### src/logic/sspi_pkg.sv
/*
 * SPI slave shared definitions
 * Command codes, width types and register indices
 */
package sspi_pkg;

    // Data and index widths
    typedef logic [31:0] dword_t;
    typedef logic [3:0]  csr_addr_t;
    typedef logic [7:0]  burst_len_t;
    typedef logic [16:0] dw_addr_t;
    typedef logic [1:0]  rd_lat_t;

    // Header command field, top nibble of dword 0
    typedef enum logic [3:0] {
        CMD_REG_READ   = 4'h0,
        CMD_REG_WRITE  = 4'h1,
        CMD_BUF_READ   = 4'h2,
        CMD_BUF_WRITE  = 4'h3,
        CMD_AUTO_READ  = 4'h6,
        CMD_AUTO_WRITE = 4'h7
    } cmd_t;

    ////////////////////////////////////////////////////////////
    // Register map
    ////////////////////////////////////////////////////////////

    // Default dword and auto-update target
    localparam csr_addr_t CSR_STATUS = 4'd0;
    // Control register
    localparam csr_addr_t CSR_CTRL   = 4'd1;
    // Alternate default dword
    localparam csr_addr_t CSR_ALT    = 4'd2;

    // CSR_CTRL fields
    localparam int CTRL_DEF_SEL_BIT = 22;
    localparam int CTRL_LAT_LSB     = 23;

endpackage
### src/logic/csr_bus_if.sv
/*
 * Register strobe bus
 * Single-cycle write and read strobes, no wait states
 */
interface csr_bus_if;
    import sspi_pkg::*;

    // Engine is inside a register command
    logic      sel;
    // One-cycle write of wdata to addr
    logic      we;
    // Engine has taken rdata
    logic      re;
    csr_addr_t addr;
    dword_t    wdata;
    // Combinational from addr
    dword_t    rdata;

    modport engine (
        output sel, we, re, addr, wdata,
        input  rdata
    );

    modport bank (
        input  sel, we, re, addr, wdata,
        output rdata
    );

endinterface

### src/logic/sspi_frame_engine.sv
/*
 * SPI frame engine
 * Shifts mosi in, decodes the header dword, drives the register and
 * buffer strobes and shifts the reply out on miso
 */
module sspi_frame_engine #(
    parameter int BUF_SIZE    = 256,
    parameter int BUF_ADWIDTH = $clog2(BUF_SIZE)
) (
    input  logic                   sclk,
    input  logic                   rst_n_sclk,
    input  logic                   ss_n,
    input  logic                   mosi,
    output logic                   miso,
    csr_bus_if.engine              csr,
    output logic                   auto_update,
    output sspi_pkg::dword_t       auto_status,
    input  sspi_pkg::dword_t       default_dword,
    input  sspi_pkg::rd_lat_t      rd_latency,
    output logic                   rx_we,
    output logic [BUF_ADWIDTH-1:0] rx_waddr,
    output sspi_pkg::dword_t       rx_wdata,
    output logic [BUF_ADWIDTH-1:0] tx_raddr,
    input  sspi_pkg::dword_t       tx_rdata
);
    import sspi_pkg::*;

    // Bit counter plus word counter with one spare word bit
    localparam int CNT_W = BUF_ADWIDTH + 6;
    localparam logic [CNT_W-1:0] CNT_MAX = CNT_W'(BUF_SIZE * 64 - 1);

    logic [CNT_W-1:0]     full_cnt;
    logic [BUF_ADWIDTH:0] wd_count;
    logic [4:0]           bit_cnt;
    logic                 cnt_sat;
    logic                 dword_done;

    dword_t     rx_data;
    dword_t     tx_data;
    cmd_t       cmd;
    logic       cmd_vld;
    burst_len_t burst_len;
    dw_addr_t   hdr_addr;

    logic       is_reg_rd;
    logic       is_reg_wr;
    logic       is_buf_rd;
    logic       is_buf_wr;
    logic       is_auto_rd;
    logic       is_auto_wr;
    logic [2:0] lat_m1;
    logic       tx_fetch;

    assign wd_count   = full_cnt[CNT_W-1:5];
    assign bit_cnt    = full_cnt[4:0];
    assign cnt_sat    = (full_cnt == CNT_MAX);
    // 32nd bit of a dword is being sampled on this edge
    assign dword_done = ~ss_n & (&bit_cnt) & ~cnt_sat;

    assign is_reg_rd  = cmd_vld & (cmd == CMD_REG_READ);
    assign is_reg_wr  = cmd_vld & (cmd == CMD_REG_WRITE);
    assign is_auto_rd = cmd_vld & (cmd == CMD_AUTO_READ);
    assign is_auto_wr = cmd_vld & (cmd == CMD_AUTO_WRITE);
    assign is_buf_rd  = is_auto_rd | (cmd_vld & (cmd == CMD_BUF_READ));
    assign is_buf_wr  = is_auto_wr | (cmd_vld & (cmd == CMD_BUF_WRITE));

    // Buffer read latency minus one in dwords
    assign lat_m1   = is_auto_rd ? ({1'b0, rd_latency} + 3'd1) : 3'd0;
    assign tx_fetch = dword_done & is_buf_rd & (int'(wd_count) >= int'(lat_m1));

    assign rx_wdata  = rx_data;
    assign csr.wdata = rx_data;

    assign auto_status = {3'b000, burst_len, hdr_addr, 2'b00, is_auto_rd, 1'b1};

    ////////////////////////////////////////////////////////////
    // Counters and header capture
    ////////////////////////////////////////////////////////////
    always_ff @(posedge sclk or negedge rst_n_sclk) begin
        if (!rst_n_sclk) begin
            full_cnt  <= '0;
            cmd       <= CMD_REG_READ;
            cmd_vld   <= 1'b0;
            burst_len <= '0;
            hdr_addr  <= '0;
            rx_waddr  <= '0;
            tx_raddr  <= '0;
        end else begin
            // Saturate instead of wrapping on an overlong frame
            if (ss_n)
                full_cnt <= '0;
            else if (!cnt_sat)
                full_cnt <= full_cnt + CNT_W'(1);

            if (ss_n) begin
                cmd_vld <= 1'b0;
            end else if (wd_count == '0 && bit_cnt == 5'd4) begin
                cmd     <= cmd_t'(rx_data[3:0]);
                cmd_vld <= 1'b1;
            end
            if (wd_count == '0 && bit_cnt == 5'd12)
                burst_len <= rx_data[7:0];
            if (wd_count == '0 && bit_cnt == 5'd29)
                hdr_addr <= rx_data[16:0];

            if (ss_n)
                rx_waddr <= '0;
            else if (rx_we)
                rx_waddr <= rx_waddr + BUF_ADWIDTH'(1);

            if (ss_n)
                tx_raddr <= '0;
            else if (tx_fetch)
                tx_raddr <= tx_raddr + BUF_ADWIDTH'(1);
        end
    end

    ////////////////////////////////////////////////////////////
    // Register bus and write strobes
    ////////////////////////////////////////////////////////////
    always_ff @(posedge sclk or negedge rst_n_sclk) begin
        if (!rst_n_sclk) begin
            csr.sel     <= 1'b0;
            csr.we      <= 1'b0;
            csr.re      <= 1'b0;
            csr.addr    <= '0;
            rx_we       <= 1'b0;
            auto_update <= 1'b0;
        end else begin
            csr.sel <= ~ss_n & (is_reg_rd | is_reg_wr);
            csr.we  <= dword_done & is_reg_wr & (wd_count != '0);
            csr.re  <= dword_done & is_reg_rd;
            rx_we   <= dword_done & is_buf_wr & (wd_count != '0);

            if (ss_n)
                csr.addr <= '0;
            else if (wd_count == '0 && bit_cnt == 5'd29)
                csr.addr <= rx_data[3:0];
            else if (csr.we || csr.re)
                csr.addr <= csr.addr + 4'd1;

            // Auto write after the last burst dword and auto read after the header
            auto_update <= dword_done &
                ((is_auto_wr & (int'(wd_count) == int'(burst_len) + 1)) |
                 (is_auto_rd & (wd_count == '0)));
        end
    end

    ////////////////////////////////////////////////////////////
    // Shift registers
    ////////////////////////////////////////////////////////////
    always_ff @(posedge sclk) begin
        if (!ss_n)
            rx_data <= {rx_data[30:0], mosi};

        if (ss_n)
            tx_data <= default_dword;
        else if (dword_done && is_reg_rd)
            tx_data <= csr.rdata;
        else if (tx_fetch)
            tx_data <= tx_rdata;
        else if (dword_done)
            tx_data <= '0;
        else
            tx_data <= {tx_data[30:0], 1'b0};
    end

    // Launch on the falling edge so the master samples on the rising edge
    always_ff @(negedge sclk or negedge rst_n_sclk) begin
        if (!rst_n_sclk)
            miso <= 1'b1;
        else
            miso <= tx_data[31];
    end

    assert property (@(posedge sclk) disable iff (!rst_n_sclk)
        !(csr.we && csr.re))
        else $error("register write and read strobes overlap");

    // Header dword never reaches the rx buffer
    assert property (@(posedge sclk) disable iff (!rst_n_sclk)
        rx_we |-> wd_count != '0)
        else $error("rx buffer write during the header dword");

endmodule

### src/flat_wrapper.sv
// flat-port wrapper written by rule: the top's interface ports become plain ports
module sspi_frame_engine_flat import sspi_pkg::*;
#(
    parameter int BUF_SIZE    = 256,
    parameter int BUF_ADWIDTH = $clog2(BUF_SIZE)
)
  (sclk, rst_n_sclk, ss_n, mosi, miso, auto_update, auto_status, default_dword, rd_latency, rx_we, rx_waddr, rx_wdata, tx_raddr, tx_rdata, csr_sel, csr_we, csr_re, csr_addr, csr_wdata, csr_rdata);
  csr_bus_if csr_i ();
  input  logic sclk;
  input  logic rst_n_sclk;
  input  logic ss_n;
  input  logic mosi;
  output logic miso;
  output logic auto_update;
  output sspi_pkg::dword_t auto_status;
  input  sspi_pkg::dword_t default_dword;
  input  sspi_pkg::rd_lat_t rd_latency;
  output logic rx_we;
  output logic [BUF_ADWIDTH-1:0] rx_waddr;
  output sspi_pkg::dword_t rx_wdata;
  output logic [BUF_ADWIDTH-1:0] tx_raddr;
  input  sspi_pkg::dword_t tx_rdata;
  output wire logic [$bits(csr_i.sel)-1:0] csr_sel;
  output wire logic [$bits(csr_i.we)-1:0] csr_we;
  output wire logic [$bits(csr_i.re)-1:0] csr_re;
  output wire logic [$bits(csr_i.addr)-1:0] csr_addr;
  output wire logic [$bits(csr_i.wdata)-1:0] csr_wdata;
  input wire logic [$bits(csr_i.rdata)-1:0] csr_rdata;
  assign csr_sel = csr_i.sel;
  assign csr_we = csr_i.we;
  assign csr_re = csr_i.re;
  assign csr_addr = csr_i.addr;
  assign csr_wdata = csr_i.wdata;
  assign csr_i.rdata = csr_rdata;
  sspi_frame_engine #(.BUF_SIZE(BUF_SIZE), .BUF_ADWIDTH(BUF_ADWIDTH)) u_core (.sclk(sclk), .rst_n_sclk(rst_n_sclk), .ss_n(ss_n), .mosi(mosi), .miso(miso), .csr(csr_i), .auto_update(auto_update), .auto_status(auto_status), .default_dword(default_dword), .rd_latency(rd_latency), .rx_we(rx_we), .rx_waddr(rx_waddr), .rx_wdata(rx_wdata), .tx_raddr(tx_raddr), .tx_rdata(tx_rdata));
endmodule
### config.mk
export PLATFORM = sky130hd
export DESIGN_NAME = sspi_frame_engine_flat
export DESIGN_NICKNAME = d
export VERILOG_FILES = /design/src/logic/sspi_pkg.sv /design/src/logic/csr_bus_if.sv /design/src/logic/sspi_frame_engine.sv /design/src/flat_wrapper.sv
export SDC_FILE = /design/constraint.sdc
export NUM_CORES = 1
export LEC_CHECK = 0
export ABC_AREA = 1
export ABC_CLOCK_PERIOD_IN_PS = 4000
export BUFFER_PORTS_ARGS = -buffer_cell sky130_fd_sc_hd__buf_4
export CORE_AREA = 2 2 116 118
export DETAILED_ROUTE_END_ITERATION = 12
export DIE_AREA = 0 0 118 120
export GPL_TIMING_DRIVEN = 0
export PLACE_DENSITY = 0.84
export SYNTH_ARGS = -nofsm -noshare
export SYNTH_HDL_FRONTEND = slang
export SYNTH_SLANG_ARGS = --single-unit
### constraint.sdc
create_clock -name sclk -period 4 [get_ports sclk]
set_input_delay 0.2 -clock sclk [delete_from_list [all_inputs] [get_ports sclk]]
set_output_delay 0.2 -clock sclk [all_outputs]
set_load 0.05 [all_outputs]
==> results.md <==
- WP buf/inv: 1
- Post-Syn Area per Cell: 8.35 sq um
- Crit-path cells: buf_4
- Sequential area share after synthesis: 48.2%
- Core area: 0.0130 sq mm
- Worst-Margin Slew: 0.876 ns
- Slew Viols, Final: 0
- Wl on met1: 7830 um
- P&R area growth vs syn: 36.5%
- Filler cell count: 987
- Initial DRT Pass Iterations: 5
- Max IR drop VDD: 0.353 mV
- Slew HR: 41.6%
- Final GP Congestion: 0.938
- Mean routed wirelength per cell: 15.0 um
- Fraction of registers with async set/reset: 52.2%
- Main synth FF type: dfrtp_1
- Final ANT Viol Nets: 0
- Startpoint types: register
- Final #Nets: 1,191
- Worst-skew pair later-pin latency: 0.43 ns
- Wire length on met3: 1270 um
- Status: finished, final reports clean
- DIE WIDTH: 118 um
- Vias in the first global route: 6,258
- Number of DRC markers in iteration 0: 521
- Setup_tns: 0 ns
- Layout cells sized above 1: 32.4%
- Min-delay worst type: input port to register
- Rows: 42
- Worst path depth: 1
- Post-route setup slack: 0.683 ns
- First-pass GRT wire length: 30,700 um
- Hold EP: u_core.tx_data[11]
- Die height: 120 um
- CTS clk-pin slew, worst paths: 0.06 ns
- Crit path kind: register to output port
- Crit path required time: 3.80 ns
- Final setup vio count: 0
- Total clock sinks: 134
- Largest net degree at the start of global routing: 71
- Critical path's largest stage delay: 0.50 ns
- CTS buffer count: 17
- Max Cap Viol: 0
- All-Layer GR Usage: 27.2%
- Seq cells post-synth: 134
- R2R Path End: u_core.tx_data[13]
- Top delay family on crit path: flip-flops
- Static leakage: 4.79 nW
- Slowest CP cell: dfstp_2
- Flop2flop setup slack: 1.17 ns
- Crit path arrival time: 3.12 ns
- # diodes: 0
- PwrDens: 389 mW/mm^2
- RR Startpoint: u_core.cmd[3]
- WL final: 18,900 um
- Post-CTS setup buffers: 0
- R2R cell count: 14
- Initial antenna violation count: 0
- Post-Syn Area: 0.00696 sq mm
- RSZ-0062 raised after global routing: false
- Dpl ws: 1.12 ns
- EDFF count, synth: 32
- Clk buf depth: 2
- Final Hold Viols: 0
- CTS resizes: 0
- Drc violations: 0
- CTS root buffer: clkbuf_16
- Routed vias/inst: 5.20
- CTS tree: done
- Final HPWL DP: 13,900 um
- Hold path startpoint: default_dword[11]
- Die area: 0.0142 sq mm
- CP endpoint kind: output port
- Port Buffers: 217
- Yosys warning count: 0
- Vias: 6,584
- Uppermost routed layer: met4
- Total global routing overflow: 0
- CP Max Fanout: 1
- IO Pins: 224
- Post-synth cell types: 41
- Mapped Cells: 834
- Clk_skew: 0.0235 ns
- Metal2 WL: 9450 um
- Final core occ: 73.2%
- # H-tree levels: 4
- Hold Path Stages: 3
- Initial Util: 53.6%
-- cell type report --
| class | count | area (sq um) | share of cell area, % |
|---|---|---|---|
| timing repair buffer | 220 | 1670 | 17.6 |
| sequential | 134 | 3350 | 35.3 |
| multi-input combinational | 545 | 2820 | 29.7 |
| inverter | 84 | 315 | 3.32 |
| clock inverter | 14 | 171 | 1.80 |
| clock buffer | 19 | 464 | 4.89 |
| tap | 176 | 220 | 2.32 |
| buffer | 74 | 480 | 5.06 |
-- through the flow --
| step | hold slack (ns) | total power, mW | cells | instance area, sq um |
|---|---|---|---|---|
| floorplan | -0.0956 | 1.86 | 838 | 6980 |
| finish | 0.0153 | 3.70 | 1266 | 9500 |
| global route | 0.0110 | 3.82 | 1266 | 9500 |
| detailed placement | 0.380 | 2.06 | 1232 | 8850 |
| CTS | 0.00281 | 3.71 | 1266 | 9500 |
| global placement | 0.379 | 2.05 | 1231 | 8820 |
-- sequential cells by signal (all words and copies together) (netlist names), 4 cells and up --
| register | flops |
|---|---|
| u_core.burst_len | 8 |
| u_core.cmd | 4 |
| u_core.csr.addr | 4 |
| u_core.csr.wdata | 32 |
| u_core.full_cnt | 14 |
| u_core.hdr_addr | 17 |
| u_core.rx_waddr | 8 |
| u_core.tx_data | 32 |
| u_core.tx_raddr | 8 |
-- repair_timing --
item | in CTS | in global routing
setup endpoints to repair | 0 | 0
hold endpoints to repair | 70 | 0
hold buffers | 2 | 0
-- per-layer routing --
layer / vias up / track usage, %
met5: - / 0
met4: 0 / 10.0
met1: 3096 / 35.7
li1: 3204 / -
met3: 31 / 5.66
met2: 253 / 44.7
-- layout by cell type, fill, tap and decap left out, types with 2 or more instances in the layout --
cell and n:
a21oi_1 15, nand2_2 2, nand3_1 74, nand2_4 2, dfxtp_1 32, clkinv_2 3
ha_1 12, bufinv_16 3, o21ai_2 8, dlygate4sd3_1 2, xnor2_1 3, clkbuf_16 18
nor2_4 2, o21ai_1 23, a31oi_1 3, a211oi_1 2, o21bai_1 2, conb_1 6
nor4_1 4, buf_4 259, edfxtp_1 32, buf_2 8, buf_1 4, o21ai_0 28
clkbuf_1 15, dfrtp_1 69, inv_2 2, clkinv_4 2, xor2_1 8, inv_6 3
nor3_1 14, inv_1 83, nor2_1 72, nand2_1 191, a21oi_2 25, buf_6 3
nand4_1 41
-- worst max path at each step --
stage	startpoint	end	slack, ns
after CTS	u_core.miso	miso	0.67
final	u_core.miso	miso	0.68
after global placement	ss_n	u_core.csr.wdata[29]	1.12
after global routing	u_core.miso	miso	0.63
after floorplan	u_core.miso	miso	1.14
after detailed placement	u_core.miso	miso	1.12
-- cell families after synthesis --
group / share of synthesized area, %
AND/OR/NAND/NOR: 27.0
other: 0.108
XOR/XNOR: 1.38
adder cells (fa/ha/maj): 2.16
AO/OA/AOI/OAI: 9.71
flip-flops: 48.2
buffers and inverters: 11.5
-- where the power goes --
part           internal (mW)  leakage (nW)  total [mW]  switching [mW]
combinational          0.196          2.93       0.514           0.317
clock                   1.04         0.316        1.66           0.616
sequential              1.47          1.55        1.52          0.0506
total                   2.71          4.79        3.70           0.984
-- cells in the mapped netlist, types with 2 or more instances --
library cell | count | share of area, %
nor2_4 | 2 | 0.32
a31oi_1 | 3 | 0.27
o21ai_2 | 8 | 1.0
nand2_4 | 2 | 0.32
nand4_1 | 41 | 3.7
o21bai_1 | 2 | 0.22
xor2_1 | 8 | 1.0
nor2_1 | 72 | 3.9
a21oi_2 | 25 | 3.1
nand2_2 | 2 | 0.18
nor3_1 | 14 | 1.0
conb_1 | 2 | 0.11
inv_2 | 2 | 0.11
dfrtp_1 | 69 | 25
edfxtp_1 | 32 | 14
buf_6 | 3 | 0.49
dfxtp_1 | 32 | 9.2
inv_1 | 83 | 4.5
o21ai_0 | 28 | 2.0
xnor2_1 | 3 | 0.38
nand2_1 | 191 | 10
buf_2 | 8 | 0.58
buf_4 | 42 | 4.5
clkbuf_1 | 16 | 0.86
buf_1 | 4 | 0.22
nor4_1 | 4 | 0.36
o21ai_1 | 23 | 1.7
a21oi_1 | 15 | 1.1
a211oi_1 | 2 | 0.22
nand3_1 | 74 | 5.3
ha_1 | 12 | 2.2
Power figures use the tool's default switching activity.
