===== src/logic/sspi_pkg.sv =====
/*
 * SPI slave shared definitions
 * Command codes, width types and register indices
 */
package sspi_pkg;

    // Data and index widths
    typedef logic [31:0] dword_t;
    typedef logic [3:0]  csr_addr_t;
    typedef logic [7:0]  burst_len_t;
    typedef logic [16:0] dw_addr_t;
    typedef logic [1:0]  rd_lat_t;

    // Header command field, top nibble of dword 0
    typedef enum logic [3:0] {
        CMD_REG_READ   = 4'h0,
        CMD_REG_WRITE  = 4'h1,
        CMD_BUF_READ   = 4'h2,
        CMD_BUF_WRITE  = 4'h3,
        CMD_AUTO_READ  = 4'h6,
        CMD_AUTO_WRITE = 4'h7
    } cmd_t;

    ////////////////////////////////////////////////////////////
    // Register map
    ////////////////////////////////////////////////////////////

    // Default dword and auto-update target
    localparam csr_addr_t CSR_STATUS = 4'd0;
    // Control register
    localparam csr_addr_t CSR_CTRL   = 4'd1;
    // Alternate default dword
    localparam csr_addr_t CSR_ALT    = 4'd2;

    // CSR_CTRL fields
    localparam int CTRL_DEF_SEL_BIT = 22;
    localparam int CTRL_LAT_LSB     = 23;

endpackage

===== src/logic/csr_bus_if.sv =====
/*
 * Register strobe bus
 * Single-cycle write and read strobes, no wait states
 */
interface csr_bus_if;
    import sspi_pkg::*;

    // Engine is inside a register command
    logic      sel;
    // One-cycle write of wdata to addr
    logic      we;
    // Engine has taken rdata
    logic      re;
    csr_addr_t addr;
    dword_t    wdata;
    // Combinational from addr
    dword_t    rdata;

    modport engine (
        output sel, we, re, addr, wdata,
        input  rdata
    );

    modport bank (
        input  sel, we, re, addr, wdata,
        output rdata
    );

endinterface


===== src/logic/sspi_csr_bank.sv =====
/*
 * SPI slave register bank
 * Sixteen dword registers behind the strobe bus, with status capture
 * from the frame engine and the idle default dword select
 */
module sspi_csr_bank (
    input  logic              sclk,
    input  logic              rst_n_sclk,
    csr_bus_if.bank           csr,
    input  logic              auto_update,
    input  sspi_pkg::dword_t  auto_status,
    output sspi_pkg::dword_t  default_dword,
    output sspi_pkg::rd_lat_t rd_latency
);
    import sspi_pkg::*;

    localparam int NUM_CSR = 16;

    dword_t regs [NUM_CSR];
    logic   bus_wr;
    logic   def_sel;

    assign bus_wr = csr.sel & csr.we;

    ////////////////////////////////////////////////////////////
    // Register file
    ////////////////////////////////////////////////////////////
    always_ff @(posedge sclk or negedge rst_n_sclk) begin
        if (!rst_n_sclk) begin
            regs <= '{default: '0};
        end else begin
            if (bus_wr)
                regs[csr.addr] <= csr.wdata;
            // Status capture wins over a bus write
            if (auto_update)
                regs[CSR_STATUS] <= auto_status;
        end
    end

    // Read data follows addr in the same cycle
    assign csr.rdata = csr.sel ? regs[csr.addr] : '0;

    ////////////////////////////////////////////////////////////
    // Control decode
    ////////////////////////////////////////////////////////////
    assign def_sel    = regs[CSR_CTRL][CTRL_DEF_SEL_BIT];
    assign rd_latency = regs[CSR_CTRL][CTRL_LAT_LSB +: 2];

    // Dword loaded into the miso shifter while ss_n is high
    assign default_dword = def_sel ? regs[CSR_ALT] : regs[CSR_STATUS];

    assert property (@(posedge sclk) disable iff (!rst_n_sclk)
        !(auto_update && bus_wr && csr.addr == CSR_STATUS))
        else $error("status capture collides with a bus write");

endmodule


===== src/flat_wrapper.sv =====
// flat-port wrapper written by rule: the top's interface ports become plain ports
module sspi_csr_bank_flat import sspi_pkg::*;
  (sclk, rst_n_sclk, auto_update, auto_status, default_dword, rd_latency, csr_sel, csr_we, csr_re, csr_addr, csr_wdata, csr_rdata);
  csr_bus_if csr_i ();
  input  logic sclk;
  input  logic rst_n_sclk;
  input  logic auto_update;
  input  sspi_pkg::dword_t auto_status;
  output sspi_pkg::dword_t default_dword;
  output sspi_pkg::rd_lat_t rd_latency;
  input wire logic [$bits(csr_i.sel)-1:0] csr_sel;
  input wire logic [$bits(csr_i.we)-1:0] csr_we;
  input wire logic [$bits(csr_i.re)-1:0] csr_re;
  input wire logic [$bits(csr_i.addr)-1:0] csr_addr;
  input wire logic [$bits(csr_i.wdata)-1:0] csr_wdata;
  output wire logic [$bits(csr_i.rdata)-1:0] csr_rdata;
  assign csr_i.sel = csr_sel;
  assign csr_i.we = csr_we;
  assign csr_i.re = csr_re;
  assign csr_i.addr = csr_addr;
  assign csr_i.wdata = csr_wdata;
  assign csr_rdata = csr_i.rdata;
  sspi_csr_bank u_core (.sclk(sclk), .rst_n_sclk(rst_n_sclk), .csr(csr_i), .auto_update(auto_update), .auto_status(auto_status), .default_dword(default_dword), .rd_latency(rd_latency));
endmodule

===== config.mk =====
export PLATFORM = sky130hd
export DESIGN_NAME = sspi_csr_bank_flat
export DESIGN_NICKNAME = d
export VERILOG_FILES = /design/src/logic/sspi_pkg.sv /design/src/logic/csr_bus_if.sv /design/src/logic/sspi_csr_bank.sv /design/src/flat_wrapper.sv
export SDC_FILE = /design/constraint.sdc
export NUM_CORES = 1
export LEC_CHECK = 0
export ABC_AREA = 0
export BUFFER_PORTS_ARGS = -buffer_cell sky130_fd_sc_hd__buf_4
export CAP_MARGIN = 20
export CORE_MARGIN = 3
export CORE_UTILIZATION = 45
export CTS_BUF_LIST = sky130_fd_sc_hd__clkbuf_2 sky130_fd_sc_hd__clkbuf_4 sky130_fd_sc_hd__clkbuf_8
export DETAILED_ROUTE_END_ITERATION = 8
export PLACE_DENSITY = 0.72
export SYNTH_ARGS = -nofsm -noshare
export SYNTH_HDL_FRONTEND = slang
export SYNTH_SLANG_ARGS = --single-unit

===== constraint.sdc =====
create_clock -name sclk -period 3.16 [get_ports sclk]
set_clock_uncertainty 0.15 [all_clocks]
set_input_delay 0 -clock sclk [delete_from_list [all_inputs] [get_ports sclk]]
set_output_delay 0 -clock sclk [all_outputs]
set_load 0.01 [all_outputs]

==> flow_metrics.py, run 1 <==
metrics = {
    "run_status": {
        "status": "finished clean",
    },
    "logic_synthesis": {
        "synth.largest_area_cell": "dfrtp_1",
        "synth_edf_count": 0,
        "synthCells": 1665,
        "synth_top_area_frac": 0.531,
        "synth.area.top_cells": "dfrtp_1, mux2_2, mux4_2",
        "yosysSeqAreaShare": 0.531,
        "synth_warnings": 0,
        "synth_area_sq_um": 24100,
        "yosysMostFrequentCell": "mux2_2",
        "synthArstFlopShare": 1.00,
        "synth-seq-cells": 512,
        "synth.avg_cell_area_sq_um": 14.5,
        "ys_top_cells_by_count": "mux2_2, dfrtp_1, clkbuf_1",
        "synthFlopType": "dfrtp_1",
        "synth_cell_type_count": 31,
        "synth_nets": 1739,
    },
    "worst_setup_path": {
        "crit_slowest_cell": "dfrtp_2",
        "critPathMostFrequentCell": "buf_4",
        "crit_family": "flip-flops",
        "path_cells": "buf_4 > mux2_2 > buf_4",
        "crit_required_ns": 3.01,
        "slowest_delay_ns": 0.64,
        "crit_arrival_ns": 2.37,
        "cp_max_fo": 21,
        "worst_setup_path_end_kind": "output port",
        "critPathKind": "reg -> out",
        "crit_buf_inv": 2,
        "startpoint_type": "register",
    },
    "global_routing": {
        "busiest_layer": "met2",
        "use_met3": 0.0403,
        "antenna_found_initial": 2,
        "grt_pass1_vias": 17334,
        "gr-usage-met2": 0.389,
        "grt_max_degree": 104,
        "overflow": 0,
        "gr-usage-met1": 0.314,
        "track_usage": 0.235,
        "grt_pass1_wl_um": 102000,
    },
    "cells_and_area": {
        "area_growth_pct": 20.7,
        "drive_gt1_frac": 0.497,
        "final_nets": 2015,
    },
    "timing": {
        "rsz0062_at_grt": "no",
        "setup_slack_ns": 0.640,
        "setup-tns-final_ns": 0,
        "max_freq_mhz": 397,
        "fin_crit_sh": 0.798,
        "relSlewSlack": 0.403,
        "hold_violations": 0,
        "period_needed_ns": 2.52,
        "final-setup-viol-count": 0,
        "tightestPinTransition_ns": 0.893,
        "maxSlewViolCount": 0,
    },
    "floorplan": {
        "fp.dieArea_sq_um": 56500,
        "die_y_um": 238,
        "start_util": 0.457,
        "die_w_um": 238,
        "io-pin-count": 140,
        "fp-row-count": 84,
        "core-area_sq_um": 52900,
    },
    "power_and_ir_drop": {
        "p_leak_uw": 0.0130,
        "internal_power_uw": 13000,
        "seqPwrFrac": 0.479,
        "sw_frac_of_total": 0.264,
        "p_per_area_nw_per_um2": 607,
        "ir_worst_vdd_uv": 373,
        "p_sw_uw": 4660,
        "finalPower_uw": 17700,
        "comb_power_share": 0.192,
        "power.share.clock": 0.329,
    },
    "hold_path": {
        "hold_class": "in -> reg",
    },
    "routing": {
        "dr.pass1.iters": 5,
        "drt_iter0_drc": 1108,
        "viasPerCell": 5.94,
        "vias": 15929,
        "ant_nets": 0,
        "wl_um": 66400,
        "drc_errors": 0,
        "wl_per_cell_um": 24.7,
    },
    "clock_network": {
        "clock_path_buffers": 3,
        "cts_root_buf": "clkbuf_8",
        "clk_pin_slew_ns": 0.06,
        "tritoncts": "built",
        "cts_sinks": 512,
        "postCtsSetupBuffers": 0,
        "cts_max_level": 3,
        "clock_latency_ns": 0.63,
        "cts_buffers": 83,
    },
    "flow_run": {
        "cap_violations": 0,
    },
    "place": {
        "gp_congestion": 0.753,
        "portBuffers": 138,
        "pre_cts_slack_ns": 0.689,
        "dp_hpwl_um": 38600,
    },
}
[registers in the layout, indices dropped and copies added, names as in the netlist]
name and cells:
u_core.rd_latency 2, u_core.regs 509, u_core.def_sel 1
[layout by cell type, fill, tap and decap left out, types with 3 or more instances in the layout]
| cell type | n |
|---|---|
| o31ai_1 | 32 |
| clkinvlp_4 | 3 |
| clkinv_2 | 8 |
| a22o_1 | 32 |
| a31oi_1 | 32 |
| dlygate4sd3_1 | 155 |
| nand2b_2 | 3 |
| o22ai_1 | 32 |
| mux2_1 | 7 |
| clkbuf_4 | 21 |
| buf_4 | 181 |
| a22oi_1 | 32 |
| dfrtp_1 | 511 |
| clkbuf_8 | 104 |
| o21ai_0 | 32 |
| mux2i_1 | 64 |
| a21oi_1 | 32 |
| nor2b_1 | 32 |
| mux2_2 | 569 |
| mux4_2 | 64 |
| buf_12 | 13 |
| nor2_4 | 14 |
[power by group through the flow]
stage	registers, uW	logic, uW	clock network [uW]
floorplan	8310	2290	0
global placement	8440	3080	0
detailed placement	8560	3190	0
CTS	8450	3380	5910
global route	8600	3650	6200
finish	8470	3400	5810
[timing repair]
action	4_1_cts	5_1_grt
hold endpoints to repair	1024	0
hold buffers	156	0
resized for setup	0	0
[metal layers]
layer | part of all wire | routed length [um]
met1 | 0.43 | 28900
met2 | 0.49 | 32200
met3 | 0.053 | 3540
met4 | 0.026 | 1750
met5 | 0.00020 | 13
[final cells by class]
type	count	area, sq um
Timing Repair Buffer	352	3230
Multi-Input combinational cell	992	10600
Antenna cell	1	2.50
Tap cell	688	861
Clock inverter	13	80.1
Clock buffer	125	1590
Sequential cell	512	12800
Fill cell	4121	23700
[kinds of logic (layout without fill, tap and decap cells)]
logic type             after synthesis  in the layout  share of synthesized area
AO/OA/AOI/OAI                      224            224                     0.0613
buffers and inverters              161            490                     0.0361
flip-flops                         512            512                      0.531
multiplexers                       704            704                      0.355
other                                0              1                          0
AND/OR/NAND/NOR                     64             64                     0.0172
[final timing paths]
path,from,to,slack (ns),cells past startpoint
setup / recovery,u_core.def_sel,default_dword[31],0.64,3
hold / removal,csr_wdata[8],u_core.regs[424],0.11,3
hold reg to reg,u_core.regs[230],u_core.regs[230],0.35,1
max in group asynchronous,rst_n_sclk,u_core.regs[60],1.81,4
min in group asynchronous,rst_n_sclk,u_core.regs[147],0.47,4
setup reg to reg,u_core.regs[499],u_core.regs[499],1.59,3
[worst register-to-register path: stages (launching register included)]
cell and delay (ns):
dfrtp_1 0.39, o21ai_0 0.14, a21oi_1 0.25, dlygate4sd3_1 0.58
[metrics by stage]
step | area (sq um) | utilization | hold slack [ns] | cells
floorplan | 24100 | - | -0.446 | 1665
global placement | 25900 | 0.490 | -0.0714 | 2388
detailed placement | 25900 | 0.490 | -0.0601 | 2388
CTS | 29100 | 0.551 | 0.0449 | 2682
global route | 29100 | 0.551 | 0.117 | 2683
finish | 29100 | 0.551 | 0.111 | 2683
No activity file was read; power rests on OpenSTA's default activity.
==> run 2, diff against run 1 <==
- ABC_AREA: 0 -> 1
- clock period: 3.16 -> 2.4 ns (I/O delays scaled with it)
==> run 2 against run 1 <==
- routed wire length increased by 8.9%
- synthesized cell count increased by 100%
- flip-flop and latch count unchanged
- sequential share of layout area decreased by 0.67 points
- critical path type is now in -> reg
- critical endpoint is now u_core.regs[485]
- largest power group unchanged
- highest routed layer is now met4
==> flow_metrics.py, run 2 <==
metrics = {
    "run_status": {
        "status": "finished clean",
    },
    "clock_network": {
        "clock_path_buffers": 3,
        "cts_root_buf": "clkbuf_8",
        "cts_buffers": 80,
        "clock_latency_ns": 0.66,
        "tritoncts": "built",
        "cts_max_level": 3,
        "clk_pin_slew_ns": 0.06,
        "cts_sinks": 512,
    },
    "floorplan": {
        "core-area_sq_um": 53200,
        "io-pin-count": 140,
        "die_w_um": 239,
        "fp.dieArea_sq_um": 57300,
        "start_util": 0.461,
        "fp-row-count": 84,
        "die_y_um": 239,
    },
    "worst_setup_path": {
        "crit_family": "buffers and inverters",
        "crit_required_ns": 2.79,
        "timing.rr.start": "u_core.regs[504]",
        "crit_arrival_ns": 2.79,
        "worst_setup_path_end_kind": "register",
        "rrSetupSlack_ns": 0.85,
        "slowest_delay_ns": 0.62,
        "r2r_cells": 5,
        "startpoint_type": "input pin",
        "critPathKind": "in -> reg",
        "path_cells": "dlygate4sd3_1 > buf_4 > nand2_1 > dlygate4sd3_1 > o21ai_0 > dlygate4sd3_1 > o21ai_0 > dlygate4sd3_1 > inv_1",
        "crit_buf_inv": 6,
        "critPathMostFrequentCell": "dlygate4sd3_1",
        "cp_max_fo": 1,
        "crit_slowest_cell": "dlygate4sd3_1",
        "reg2reg_to": "u_core.regs[504]",
    },
    "routing": {
        "wl_um": 72300,
        "viasPerCell": 5.21,
        "drc_errors": 0,
        "ant_nets": 0,
        "drt_iter0_drc": 2152,
        "dr.pass1.iters": 6,
        "vias": 22645,
        "wl_per_cell_um": 16.6,
    },
    "timing": {
        "setup_slack_ns": 0.0000571,
        "maxSlewViolCount": 0,
        "hold_violations": 0,
        "setup-tns-final_ns": 0,
        "final-setup-viol-count": 0,
        "tightestPinTransition_ns": 0.748,
        "period_needed_ns": 2.40,
        "relSlewSlack": 0.501,
        "max_freq_mhz": 417,
        "rsz0062_at_grt": "no",
        "fin_crit_sh": 1.00,
    },
    "logic_synthesis": {
        "synth_cell_type_count": 16,
        "synth-seq-cells": 512,
        "synth_edf_count": 0,
        "ys_top_cells_by_count": "nand2_1, o21ai_0, dfrtp_1",
        "synth.area.top_cells": "dfrtp_1, nand2_1, o21ai_0",
        "synth_top_area_frac": 0.523,
        "yosysSeqAreaShare": 0.523,
        "synth.avg_cell_area_sq_um": 7.21,
        "synthArstFlopShare": 1.00,
        "synth_warnings": 0,
        "synthFlopType": "dfrtp_1",
        "yosysMostFrequentCell": "nand2_1",
        "synth_area_sq_um": 24500,
        "synth_nets": 3472,
        "synth.largest_area_cell": "dfrtp_1",
        "synthCells": 3398,
    },
    "global_routing": {
        "grt_max_degree": 106,
        "track_usage": 0.255,
        "grt_pass1_wl_um": 117000,
        "overflow": 0,
        "antenna_found_initial": 1,
        "grt_pass1_vias": 21884,
    },
    "cells_and_area": {
        "final_common_cell": "nand2_1",
        "drive_gt1_frac": 0.103,
        "largest_reg_flops": 509,
        "final_util": 0.556,
        "multi_input_area_sq_um": 10500,
        "fill_cells": 4875,
        "register_area_sq_um": 12800,
        "area_growth_pct": 20.8,
        "layout.cells.non_filler": 4343,
        "final_nets": 3679,
        "regMostFlops": "u_core.regs",
        "layout_common_cells": "nand2_1, o21ai_0, dfrtp_1",
    },
    "place": {
        "portBuffers": 138,
        "gp_congestion": 0.789,
        "pre_cts_slack_ns": 0.435,
        "dp_hpwl_um": 41800,
        "dp_cells": 4058,
    },
    "power_and_ir_drop": {
        "p_leak_uw": 0.0155,
        "p_per_area_nw_per_um2": 773,
        "ir_worst_vdd_uv": 559,
    },
    "hold_path": {
        "hold_path_startpoint": "csr_addr[0]",
        "hold_class": "in -> reg",
        "min_path_cells": 5,
        "hold_end": "u_core.regs[138]",
    },
    "flow_run": {
        "cap_violations": 0,
    },
}
[run 2: cell types whose count changed in the layout (fill, tap and decap cells not counted), sizes merged, moves of 33 or more]
| cell | previous run | this run |
|---|---|---|
| mux4 | 64 | 0 |
| o21ai | 32 | 540 |
| mux2 | 576 | 0 |
| nand2 | 2 | 1916 |
| nor2b | 33 | 0 |
| inv | 2 | 81 |
| mux2i | 64 | 0 |
| nor2 | 15 | 68 |
[run 2: tightest hold or removal path: cells and delay by family]
family                 cells  cell delay (ns)
AO/OA/AOI/OAI              1             0.11
AND/OR/NAND/NOR            2             0.32
buffers and inverters      2             0.37
[run 2: cell families (layout without fill, tap and decap cells)]
logic type | after synthesis | after routing | synth area share
compound gates | 564 | 564 | 0.118
buf+inv | 323 | 578 | 0.0515
flops | 512 | 512 | 0.523
other cells | 0 | 2 | 0
simple gates | 1999 | 1999 | 0.308
[run 2: how the worst max path moves through the flow]
stage              startpoint               end  cells past startpoint
2_1_floorplan     csr_addr[0]  u_core.regs[485]                     10
3_3_place_gp      csr_addr[0]     csr_rdata[29]                     13
3_5_place_dp      csr_addr[0]     csr_rdata[29]                     13
4_1_cts           csr_addr[2]  u_core.regs[433]                      9
5_1_grt        auto_status[5]  u_core.regs[485]                      9
6_report       auto_status[5]  u_core.regs[485]                      9
[run 2: area by class of cell]
class / instances / area share
Timing Repair Buffer: 367 / 0.119
Clock buffer: 120 / 0.0507
Clock inverter: 10 / 0.00275
Antenna cell: 2 / 0.000169
Inverter: 81 / 0.0108
Multi-Input combinational cell: 2563 / 0.354
Tap cell: 688 / 0.0291
Sequential cell: 512 / 0.433
[run 2: report_power, final]
group / switching [uW] / internal, uW
clock network: 3410 / 4070
logic: 2550 / 1810
registers: 852 / 10200
[run 2: per-stage QoR]
step                      hold slack [ns]  power [uW]  area [sq um]
after floorplan                    -0.446       13700         24500
after global placement             -0.137       15100         26500
after detailed placement           -0.142       15200         26500
after CTS                         0.00334       22900         29600
after global routing               0.0934       24200         29600
final                              0.0694       22900         29600
[run 2: repair_timing]
action                                  4_1_cts  5_1_grt
hold buffers                                151        1
setup buffers                                 0        2
endpoints found under the hold margin      1024        2
endpoints found under the setup margin        0       27
gates resized for setup                       0        7
[run 2: routing by layer]
metal,vias to the layer above,wire (um),global-route usage
met3,167,4640,0.0434
met4,0,2500,0.0982
met2,777,33700,0.415
li1,10985,-,-
met1,10716,31400,0.343
met5,-,0,0
